==> config.mk <==
export PLATFORM = sky130hd
export DESIGN_NAME = fadd_top
export DESIGN_NICKNAME = d
export VERILOG_FILES = /design/src/design/fadd_pkg.sv /design/src/design/fadd_if.sv /design/src/design/fadd_bypass.sv /design/src/design/fadd_align.sv /design/src/design/fadd_normalize.sv /design/src/design/fadd_round.sv /design/src/design/fadd_top.sv
export VERILOG_INCLUDE_DIRS = /design/src /design/src/design
export SDC_FILE = /design/constraint.sdc
export NUM_CORES = 2
export LEC_CHECK = 0
export BUFFER_PORTS_ARGS = -buffer_cell sky130_fd_sc_hd__buf_2
export CORE_MARGIN = 3
export CORE_UTILIZATION = 31
export CTS_BUF_LIST = sky130_fd_sc_hd__clkbuf_8 sky130_fd_sc_hd__clkbuf_16
export CTS_CLUSTER_DIAMETER = 40
export DETAILED_ROUTE_END_ITERATION = 7
export GPL_TIMING_DRIVEN = 0
export PLACE_DENSITY_LB_ADDON = 0.2
export REMOVE_ABC_BUFFERS = 1
export SLEW_MARGIN = 20
export SYNTH_ARGS = -nofsm -noshare
export SYNTH_HDL_FRONTEND = slang
export SYNTH_SLANG_ARGS = --single-unit
==> constraint.sdc <==
create_clock -name clk -period 18.15 [get_ports clk]
set_input_delay 3.63 -clock clk [delete_from_list [all_inputs] [get_ports clk]]
set_output_delay 3.63 -clock clk [all_outputs]
set_load 0.03 [all_outputs]
==> src/design/fadd_defs.svh <==
`ifndef FADD_DEFS_SVH
`define FADD_DEFS_SVH

// binary64 field widths
`define FP_W        64
`define EXP_W       11
`define FRAC_W      52

// working mantissa is hidden one + fraction + guard/round/sticky
// the adder widens it by one carry bit
`define MANT_W      56

// exponent limits
`define EXP_MAX     11'h7FF
`define MAXFIN_EXP  11'h7FE

// canonical quiet NaN
`define QNAN        64'h7FF8_0000_0000_0000

// cycles from en to res_valid
`define FADD_LAT    2

`endif

==> src/design/fadd_pkg.sv <==
package fadd_pkg;

  // rounding modes as seen on the rmode pins
  typedef enum logic [1:0] {
    RND_ZERO  = 2'd0,
    RND_EVEN  = 2'd1,
    RND_PLUS  = 2'd2,
    RND_MINUS = 2'd3
  } rmode_e;

  // arithmetic and raw-bit logic opcodes
  typedef enum logic [2:0] {
    OP_ADD  = 3'd0,
    OP_SUB  = 3'd1,
    OP_AND  = 3'd2,
    OP_OR   = 3'd3,
    OP_XOR  = 3'd4,
    OP_ANDN = 3'd5
  } op_e;

endpackage

==> src/design/fadd_if.sv <==
`timescale 1ns/1ps
`include "fadd_defs.svh"

// stage-1 arithmetic bundle, align to round
interface align_if;
  import fadd_pkg::*;

  logic               s1_valid;
  logic               s1_sign;
  logic [`EXP_W-1:0]  s1_exp;
  logic [`MANT_W-1:0] s1_big;
  logic [`MANT_W-1:0] s1_small;
  logic               s1_sub;
  rmode_e             s1_rmode;

  modport src (
    output s1_valid, s1_sign, s1_exp, s1_big, s1_small, s1_sub, s1_rmode
  );

  modport dst (
    input s1_valid, s1_sign, s1_exp, s1_big, s1_small, s1_sub, s1_rmode
  );
endinterface

// stage-1 special and logic result, bypass to round
interface bypass_if;
  logic             byp_hit;
  logic [`FP_W-1:0] byp_value;
  logic             byp_invalid;
  logic             byp_zero_sum;

  modport src (
    output byp_hit, byp_value, byp_invalid, byp_zero_sum
  );

  modport dst (
    input byp_hit, byp_value, byp_invalid, byp_zero_sum
  );
endinterface

==> src/design/fadd_bypass.sv <==
`timescale 1ns/1ps
`include "fadd_defs.svh"

module fadd_bypass (
  input  logic             clk,
  input  logic             rst,
  input  logic             en,
  input  fadd_pkg::op_e    op,
  input  fadd_pkg::rmode_e rmode,
  input  logic [`FP_W-1:0] a,
  input  logic [`FP_W-1:0] b,
  bypass_if.src            byp
);
  import fadd_pkg::*;

  logic [`EXP_W-1:0] exp_a;
  logic [`EXP_W-1:0] exp_b;
  logic              nan_a;
  logic              nan_b;
  logic              inf_a;
  logic              inf_b;
  logic              zero_a;
  logic              zero_b;
  logic              sign_a;
  logic              sign_b;
  logic              is_logic;
  logic              bad_inf;
  logic              hit;
  logic              invalid;
  logic              zero_sum;
  logic [`FP_W-1:0]  logic_res;
  logic [`FP_W-1:0]  value;

  assign exp_a  = a[`FP_W-2 -: `EXP_W];
  assign exp_b  = b[`FP_W-2 -: `EXP_W];
  assign inf_a  = (exp_a == `EXP_MAX) && (a[`FRAC_W-1:0] == '0);
  assign inf_b  = (exp_b == `EXP_MAX) && (b[`FRAC_W-1:0] == '0);
  assign nan_a  = (exp_a == `EXP_MAX) && (a[`FRAC_W-1:0] != '0);
  assign nan_b  = (exp_b == `EXP_MAX) && (b[`FRAC_W-1:0] != '0);
  // subnormals count as zero
  assign zero_a = (exp_a == '0);
  assign zero_b = (exp_b == '0);

  assign sign_a   = a[`FP_W-1];
  assign sign_b   = b[`FP_W-1] ^ (op == OP_SUB);
  assign is_logic = op inside {OP_AND, OP_OR, OP_XOR, OP_ANDN};
  assign bad_inf  = inf_a & inf_b & (sign_a ^ sign_b);

  always_comb begin
    case (op)
      OP_AND:  logic_res = a & b;
      OP_OR:   logic_res = a | b;
      OP_XOR:  logic_res = a ^ b;
      default: logic_res = a & ~b;
    endcase
  end

  always_comb begin
    hit      = 1'b1;
    invalid  = 1'b0;
    zero_sum = 1'b0;
    value    = logic_res;
    if (is_logic) begin
      value = logic_res;
    end else if (nan_a | nan_b | bad_inf) begin
      value   = `QNAN;
      invalid = 1'b1;
    end else if (inf_a) begin
      value = {sign_a, `EXP_MAX, {`FRAC_W{1'b0}}};
    end else if (inf_b) begin
      value = {sign_b, `EXP_MAX, {`FRAC_W{1'b0}}};
    end else if (zero_a & zero_b) begin
      // mixed-sign zeros are +0 here, round stage sets the sign for RND_MINUS
      value    = {sign_a & sign_b, {(`FP_W-1){1'b0}}};
      zero_sum = (sign_a ^ sign_b) & (rmode == RND_MINUS);
    end else if (zero_b) begin
      value = a;
    end else if (zero_a) begin
      value = {sign_b, b[`FP_W-2:0]};
    end else begin
      hit = 1'b0;
    end
  end

  always_ff @(posedge clk) begin
    if (rst) begin
      byp.byp_hit      <= 1'b0;
      byp.byp_invalid  <= 1'b0;
      byp.byp_zero_sum <= 1'b0;
    end else begin
      byp.byp_hit      <= en & hit;
      byp.byp_invalid  <= en & invalid;
      byp.byp_zero_sum <= en & zero_sum;
    end
  end

  always_ff @(posedge clk) begin
    if (en) begin
      byp.byp_value <= value;
    end
  end

  // undefined opcodes would fall through to the adder
  assert property (@(posedge clk) disable iff (rst)
    en |-> op inside {OP_ADD, OP_SUB, OP_AND, OP_OR, OP_XOR, OP_ANDN});

endmodule

==> src/design/fadd_align.sv <==
`timescale 1ns/1ps
`include "fadd_defs.svh"

module fadd_align (
  input  logic             clk,
  input  logic             rst,
  input  logic             en,
  input  fadd_pkg::op_e    op,
  input  fadd_pkg::rmode_e rmode,
  input  logic [`FP_W-1:0] a,
  input  logic [`FP_W-1:0] b,
  align_if.src             s1
);
  import fadd_pkg::*;

  // beyond this shift only sticky survives
  localparam int SHIFT_CAP = `MANT_W + 2;

  logic [`EXP_W-1:0]            exp_a;
  logic [`EXP_W-1:0]            exp_b;
  logic [`MANT_W-1:0]           mant_a;
  logic [`MANT_W-1:0]           mant_b;
  logic                         sign_a;
  logic                         sign_b;
  logic                         sub;
  logic [`EXP_W:0]              diff_ab;
  logic [`EXP_W:0]              diff_ba;
  logic                         exp_eq;
  logic                         a_big;
  logic [`EXP_W-1:0]            shift;
  logic [`MANT_W-1:0]           big;
  logic [`MANT_W-1:0]           small_raw;
  logic [`MANT_W-1:0]           small_al;
  logic [`MANT_W+SHIFT_CAP-1:0] ext;

  assign exp_a  = a[`FP_W-2 -: `EXP_W];
  assign exp_b  = b[`FP_W-2 -: `EXP_W];
  // hidden one only for normal operands
  assign mant_a = (exp_a != '0) ? {1'b1, a[`FRAC_W-1:0], 3'b000} : '0;
  assign mant_b = (exp_b != '0) ? {1'b1, b[`FRAC_W-1:0], 3'b000} : '0;

  assign sign_a = a[`FP_W-1];
  assign sign_b = b[`FP_W-1] ^ (op == OP_SUB);
  assign sub    = sign_a ^ sign_b;

  // exponent difference both ways, borrow of a-b picks the larger
  assign diff_ab = {1'b0, exp_a} - {1'b0, exp_b};
  assign diff_ba = {1'b0, exp_b} - {1'b0, exp_a};
  assign exp_eq  = (diff_ab == '0);

  // equal exponents under subtract compare mantissas
  assign a_big = exp_eq ? (~sub | (mant_a >= mant_b)) : ~diff_ab[`EXP_W];

  assign shift     = a_big ? diff_ab[`EXP_W-1:0] : diff_ba[`EXP_W-1:0];
  assign big       = a_big ? mant_a : mant_b;
  assign small_raw = a_big ? mant_b : mant_a;

  assign ext = {small_raw, {SHIFT_CAP{1'b0}}} >> shift;

  always_comb begin
    if (shift >= SHIFT_CAP) begin
      small_al = {{(`MANT_W-1){1'b0}}, |small_raw};
    end else begin
      // bits shifted past guard and round fold into sticky
      small_al = {ext[`MANT_W+SHIFT_CAP-1:SHIFT_CAP+1],
                  ext[SHIFT_CAP] | (|ext[SHIFT_CAP-1:0])};
    end
  end

  always_ff @(posedge clk) begin
    if (rst) begin
      s1.s1_valid <= 1'b0;
    end else begin
      s1.s1_valid <= en;
    end
  end

  always_ff @(posedge clk) begin
    if (en) begin
      s1.s1_sign  <= a_big ? sign_a : sign_b;
      s1.s1_exp   <= a_big ? exp_a : exp_b;
      s1.s1_big   <= big;
      s1.s1_small <= small_al;
      s1.s1_sub   <= sub;
      s1.s1_rmode <= rmode;
    end
  end

  // stage 2 subtracts without a sign fix-up
  assert property (@(posedge clk) disable iff (rst)
    s1.s1_valid && s1.s1_sub |-> s1.s1_big >= s1.s1_small);

endmodule

==> src/design/fadd_normalize.sv <==
`timescale 1ns/1ps
`include "fadd_defs.svh"

module fadd_normalize (
  input  logic [`MANT_W-1:0] mant_in,
  input  logic [`EXP_W-1:0]  exp_in,
  output logic [`MANT_W-1:0] mant_out,
  output logic [`EXP_W:0]    exp_out
);
  localparam int GROUPS = `MANT_W / 8;

  logic [2:0] grp;
  logic       grp_found;
  logic [7:0] grp_bits;
  logic [2:0] bit_pos;
  logic       bit_found;
  logic [5:0] lead_zeros;

  // first nonzero byte from the top
  always_comb begin
    grp       = '0;
    grp_found = 1'b0;
    for (int i = 0; i < GROUPS; i++) begin
      if (!grp_found && (mant_in[`MANT_W-1-8*i -: 8] != 8'h00)) begin
        grp       = 3'(i);
        grp_found = 1'b1;
      end
    end
  end

  assign grp_bits = mant_in[`MANT_W-1-8*grp -: 8];

  // then the leading bit inside it
  always_comb begin
    bit_pos   = '0;
    bit_found = 1'b0;
    for (int j = 0; j < 8; j++) begin
      if (!bit_found && grp_bits[7-j]) begin
        bit_pos   = 3'(j);
        bit_found = 1'b1;
      end
    end
  end

  assign lead_zeros = {grp, bit_pos};
  assign mant_out   = mant_in << lead_zeros;
  // may go to zero or below, round stage flushes that
  assign exp_out    = {1'b0, exp_in} - {6'b000000, lead_zeros};

endmodule

==> src/design/fadd_round.sv <==
`timescale 1ns/1ps
`include "fadd_defs.svh"

module fadd_round (
  input  logic             clk,
  input  logic             rst,
  align_if.dst             s1,
  bypass_if.dst            byp,
  output logic             res_valid,
  output logic [`FP_W-1:0] res,
  output logic             flag_invalid,
  output logic             flag_overflow,
  output logic             flag_underflow,
  output logic             flag_inexact
);
  import fadd_pkg::*;

  logic [`MANT_W:0]         sum;
  logic                     carry;
  logic [`MANT_W-1:0]       mant_n;
  logic [`EXP_W:0]          exp_n;
  logic [`MANT_W-1:0]       mant;
  logic signed [`EXP_W:0]   exp_s;
  logic                     lsb;
  logic                     grd;
  logic                     rnd;
  logic                     stk;
  logic                     inexact;
  logic                     round_up;
  logic                     to_inf;
  logic [`FRAC_W+1:0]       rounded;
  logic signed [`EXP_W+1:0] exp_r;
  logic [`FP_W-1:0]         arith_res;
  logic                     arith_ovf;
  logic                     arith_unf;
  logic                     arith_inx;

  assign sum = s1.s1_sub ? ({1'b0, s1.s1_big} - {1'b0, s1.s1_small})
                         : ({1'b0, s1.s1_big} + {1'b0, s1.s1_small});
  assign carry = sum[`MANT_W];

  fadd_normalize norm_i (
    .mant_in  (sum[`MANT_W-1:0]),
    .exp_in   (s1.s1_exp),
    .mant_out (mant_n),
    .exp_out  (exp_n)
  );

  // carry out: shift right once, dropped bit joins sticky
  assign mant  = carry ? {sum[`MANT_W:2], sum[1] | sum[0]} : mant_n;
  assign exp_s = carry ? $signed({1'b0, s1.s1_exp} + 12'd1) : $signed(exp_n);

  assign lsb     = mant[3];
  assign grd     = mant[2];
  assign rnd     = mant[1];
  assign stk     = mant[0];
  assign inexact = grd | rnd | stk;

  always_comb begin
    case (s1.s1_rmode)
      RND_EVEN:  round_up = grd & (rnd | stk | lsb);
      RND_PLUS:  round_up = inexact & ~s1.s1_sign;
      RND_MINUS: round_up = inexact & s1.s1_sign;
      default:   round_up = 1'b0;
    endcase
  end

  // overflow saturates unless the mode points away from zero
  assign to_inf = (s1.s1_rmode == RND_EVEN) ||
                  ((s1.s1_rmode == RND_PLUS) && !s1.s1_sign) ||
                  ((s1.s1_rmode == RND_MINUS) && s1.s1_sign);

  assign rounded = {1'b0, mant[`MANT_W-1:3]} + {{(`FRAC_W+1){1'b0}}, round_up};
  assign exp_r   = {exp_s[`EXP_W], exp_s} + {{(`EXP_W+1){1'b0}}, rounded[`FRAC_W+1]};

  always_comb begin
    arith_ovf = 1'b0;
    arith_unf = 1'b0;
    arith_inx = inexact;
    arith_res = {s1.s1_sign, exp_r[`EXP_W-1:0], rounded[`FRAC_W-1:0]};
    if (sum == '0) begin
      // exact cancellation
      arith_res = {s1.s1_rmode == RND_MINUS, {(`FP_W-1){1'b0}}};
      arith_inx = 1'b0;
    end else if (exp_s < 1) begin
      arith_res = {s1.s1_sign, {(`FP_W-1){1'b0}}};
      arith_unf = 1'b1;
      arith_inx = 1'b1;
    end else if (exp_r >= $signed({2'b00, `EXP_MAX})) begin
      arith_ovf = 1'b1;
      arith_inx = 1'b1;
      arith_res = to_inf ? {s1.s1_sign, `EXP_MAX, {`FRAC_W{1'b0}}}
                         : {s1.s1_sign, `MAXFIN_EXP, {`FRAC_W{1'b1}}};
    end
  end

  always_ff @(posedge clk) begin
    if (rst) begin
      res_valid      <= 1'b0;
      res            <= '0;
      flag_invalid   <= 1'b0;
      flag_overflow  <= 1'b0;
      flag_underflow <= 1'b0;
      flag_inexact   <= 1'b0;
    end else begin
      res_valid <= s1.s1_valid;
      if (s1.s1_valid && byp.byp_hit) begin
        res            <= {byp.byp_value[`FP_W-1] | byp.byp_zero_sum,
                           byp.byp_value[`FP_W-2:0]};
        flag_invalid   <= byp.byp_invalid;
        flag_overflow  <= 1'b0;
        flag_underflow <= 1'b0;
        flag_inexact   <= 1'b0;
      end else if (s1.s1_valid) begin
        res            <= arith_res;
        flag_invalid   <= 1'b0;
        flag_overflow  <= arith_ovf;
        flag_underflow <= arith_unf;
        flag_inexact   <= arith_inx;
      end else begin
        flag_invalid   <= 1'b0;
        flag_overflow  <= 1'b0;
        flag_underflow <= 1'b0;
        flag_inexact   <= 1'b0;
      end
    end
  end

  // no result leaks out of the flushed pipeline
  assert property (@(posedge clk) $fell(rst) |=> !res_valid);

endmodule

==> src/design/fadd_top.sv <==
`timescale 1ns/1ps
`include "fadd_defs.svh"

module fadd_top (
  input  logic             clk,
  input  logic             rst,
  input  logic             en,
  input  fadd_pkg::op_e    op,
  input  fadd_pkg::rmode_e rmode,
  input  logic [`FP_W-1:0] a,
  input  logic [`FP_W-1:0] b,
  output logic             res_valid,
  output logic [`FP_W-1:0] res,
  output logic             flag_invalid,
  output logic             flag_overflow,
  output logic             flag_underflow,
  output logic             flag_inexact
);

  align_if  s1_bus ();
  bypass_if byp_bus ();

  // special operands and logic ops
  fadd_bypass bypass_i (
    .clk   (clk),
    .rst   (rst),
    .en    (en),
    .op    (op),
    .rmode (rmode),
    .a     (a),
    .b     (b),
    .byp   (byp_bus.src)
  );

  // stage 1
  fadd_align align_i (
    .clk   (clk),
    .rst   (rst),
    .en    (en),
    .op    (op),
    .rmode (rmode),
    .a     (a),
    .b     (b),
    .s1    (s1_bus.src)
  );

  // stage 2
  fadd_round round_i (
    .clk            (clk),
    .rst            (rst),
    .s1             (s1_bus.dst),
    .byp            (byp_bus.dst),
    .res_valid      (res_valid),
    .res            (res),
    .flag_invalid   (flag_invalid),
    .flag_overflow  (flag_overflow),
    .flag_underflow (flag_underflow),
    .flag_inexact   (flag_inexact)
  );

endmodule

==> flow_summary.json <==
{
  "status": "completed",
  "drc": 0,
  "p_seq_share_pct": 11.6,
  "crit_top_cell": "nand2_1",
  "track_usage_pct": 29.6,
  "synth_seq_cells": 261,
  "hpwl_mm": 149,
  "drtIter0Drc": 5010,
  "maxCapViolCount": 0,
  "max_stage_delay_ps": 560,
  "synth-main-ff-cell": "edfxtp_1",
  "min_path_type": "reg -> reg",
  "pwr-share-clk_pct": 13.8,
  "overflow": 0,
  "syn_inst": 5125,
  "ys_warn_count": 0,
  "vias": 41900,
  "worst_path_max_delay_cell": "edfxtp_1",
  "dieArea_um2": 123000,
  "grt_max_degree": 85,
  "setup_violations": 0,
  "syn2layout_area_growth_pct": 14.8,
  "finalHoldViolations": 0,
  "routed_via_density": 6.33,
  "syn_area_per_cell_um2": 7.18,
  "switching_power_mw": 3.98,
  "powerDensity_nw_per_um2": 162,
  "cts_tree": "done",
  "synth_commonest_cells": "nor2_1 (640), a21oi_1 (534), nand2_1 (384)",
  "finalCritPeriodShare_pct": 95.6,
  "start_util_pct": 31.4,
  "max_slew_margin_pct": 5.35,
  "layout-drive-gt1-share_pct": 12.1,
  "drt-pass1-iter-count": 6,
  "routedWlPerCell_um": 28.8,
  "critical_path_required_ps": 18710,
  "rsz0062_at_grt": "false",
  "clkSinkCount": 261,
  "yosys.area.top_type_share_pct": 15.3,
  "cts_root_buffer": "clkbuf_16",
  "grt_pass1_wl_mm": 272,
  "fmax_mhz": 57.6,
  "clk_latency_ps": 670,
  "cp_max_fo": 49,
  "pwr-share-comb_pct": 74.5,
  "die_y_um": 351,
  "async_flop_share_pct": 0,
  "regToRegSetupSlack_ps": 790,
  "grt_pass1_vias": 38500,
  "slew_viol_final": 0,
  "ant_nets": 0,
  "finalClockSkew_ps": 77.4,
  "power.internal_mw": 2.85,
  "crit_arrival_ps": 17920,
  "ys_seq_area_share_pct": 19.3,
  "gp_congestion": 1.03,
  "post-synth-top-count-cell": "nor2_1",
  "htreeDepth": 2,
  "core_area_um2": 117000,
  "ys_types": 122,
  "tightest_slew_ps": 1400,
  "pre_cts_ws_ps": -3390,
  "cts.reportedPaths.clkPinSlew_ps": 50,
  "die_w_um": 351,
  "wl_mm": 191,
  "antenna_found_initial": 16,
  "cp-start-kind": "flop",
  "cts_buffer_depth": 3,
  "worstSetupPathType": "reg -> reg",
  "min_period_ps": 17360,
  "tns_ps": 0,
  "end_kind": "flop",
  "ys_top_cells_by_area": "edfxtp_1 (15%), ha_1 (7.3%), a21oi_1 (7.3%), nor2_1 (6.5%), mux2i_1 (4.9%)",
  "yosysTopAreaCell": "edfxtp_1",
  "swShare_pct": 58.2,
  "nets": 5409,
  "leakage_nw": 16.2,
  "rows": 125,
  "ir_drop_uv": 81.8,
  "synth-edff-count": 188,
  "numPortBuffers": 204,
  "hold_buffers": 0,
  "io_pins": 205,
  "synth_area_um2": 36800,
  "fin_ws_ps": 791,
  "cts_buffers": 50
}
==> power groups by stage <==
stage | combinational [mW] | clock, mW | sequential [mW]
after floorplan | 2.86 | 0 | 0.848
after CTS | 4.79 | 0.962 | 0.794
after global routing | 5.31 | 0.991 | 0.800
after global placement | 4.59 | 0 | 0.816
after detailed placement | 4.74 | 0 | 0.805
final | 5.09 | 0.946 | 0.794
==> kinds of logic (layout without fill, tap and decap cells) <==
| group | after synthesis | in the layout | synth area share [%] |
|---|---|---|---|
| flops | 261 | 261 | 19.3 |
| compound gates | 1813 | 1814 | 32.0 |
| fa+ha+maj | 219 | 219 | 7.51 |
| xor+xnor | 214 | 214 | 5.09 |
| simple gates | 1767 | 1770 | 23.0 |
| buf+inv | 634 | 601 | 7.00 |
| mux | 217 | 217 | 6.17 |
| other cells | 0 | 7 | 0 |
==> layout make-up <==
cell class / instances / area [um^2]
multi-input combinational: 4234 / 27900
sequential: 261 / 7110
inverter: 204 / 788
clock inverter: 43 / 470
tap: 1524 / 1910
fill: 12500 / 74700
antenna: 7 / 17.5
timing repair buffer: 303 / 2770
clock buffer: 51 / 1260
==> worst max-delay path, delay by kind of cell, from the launching register on <==
family,cells,cell delay (ps)
AND/OR/NAND/NOR,32,8950
adder cells (fa/ha/maj),4,1140
flip-flops,1,560
AO/OA/AOI/OAI,16,4630
buffers and inverters,6,1340
XOR/XNOR,2,480
==> through the flow <==
| step | utilization (%) | cells | hold WS (ps) | total power, mW | instance area [um^2] |
|---|---|---|---|---|---|
| final | 36.1 | 6627 | 496 | 6.83 | 42200 |
| after global routing | 36.1 | 6625 | 514 | 7.11 | 42200 |
| after floorplan | - | 4695 | 437 | 3.70 | 35000 |
| after CTS | 35.8 | 6608 | 501 | 6.55 | 41900 |
| after global placement | 32.4 | 6423 | 481 | 5.41 | 37900 |
| after detailed placement | 34.2 | 6508 | 491 | 5.54 | 40000 |
==> worst paths after layout <==
check                         startpoint         endpoint  cells after the start
setup / recovery  align_i.s1.s1_small[2]  round_i.res[51]                     60
setup reg to reg  align_i.s1.s1_small[2]  round_i.res[51]                     60
hold / removal           round_i.res[14]  round_i.res[14]                      2
hold reg to reg          round_i.res[14]  round_i.res[14]                      2
==> layout by cell type, fill, tap and decap left out, drive strengths merged, types with 73 or more instances in the layout <==
cell type,n
nor2,642
a21oi,539
nand2,388
o21ai,360
buf,303
inv,220
ha,216
nand3,208
edfxtp,188
mux2i,181
o31ai,177
xnor2,164
a211oi,136
nor3,125
nor4,81
nand4,74
dfxtp,73
==> routing by layer <==
metal | up-vias | share of wire (%) | global-route usage [%]
li1 | 19100 | - | -
met1 | 20200 | 41 | 38.2
met2 | 2108 | 44 | 47.0
met3 | 487 | 8.4 | 5.07
met4 | 4 | 6.6 | 16.1
met5 | - | 0.015 | 0
==> sequential cells by signal, summed over array words and instances, names as in the netlist, 2 cells and up <==
signal,cells
align_i.s1.s1_big,53
align_i.s1.s1_exp,11
bypass_i.byp.byp_value,64
round_i.res,64
align_i.s1.s1_small,56
align_i.s1.s1_rmode,2
==> what timing repair did <==
action,in CTS,in global routing
buffers inserted,6,8
setup endpoints to repair,65,65
pin swaps,2,10
gates cloned,0,4
gates resized for setup,24,33
(Power assumes the default switching activity.)
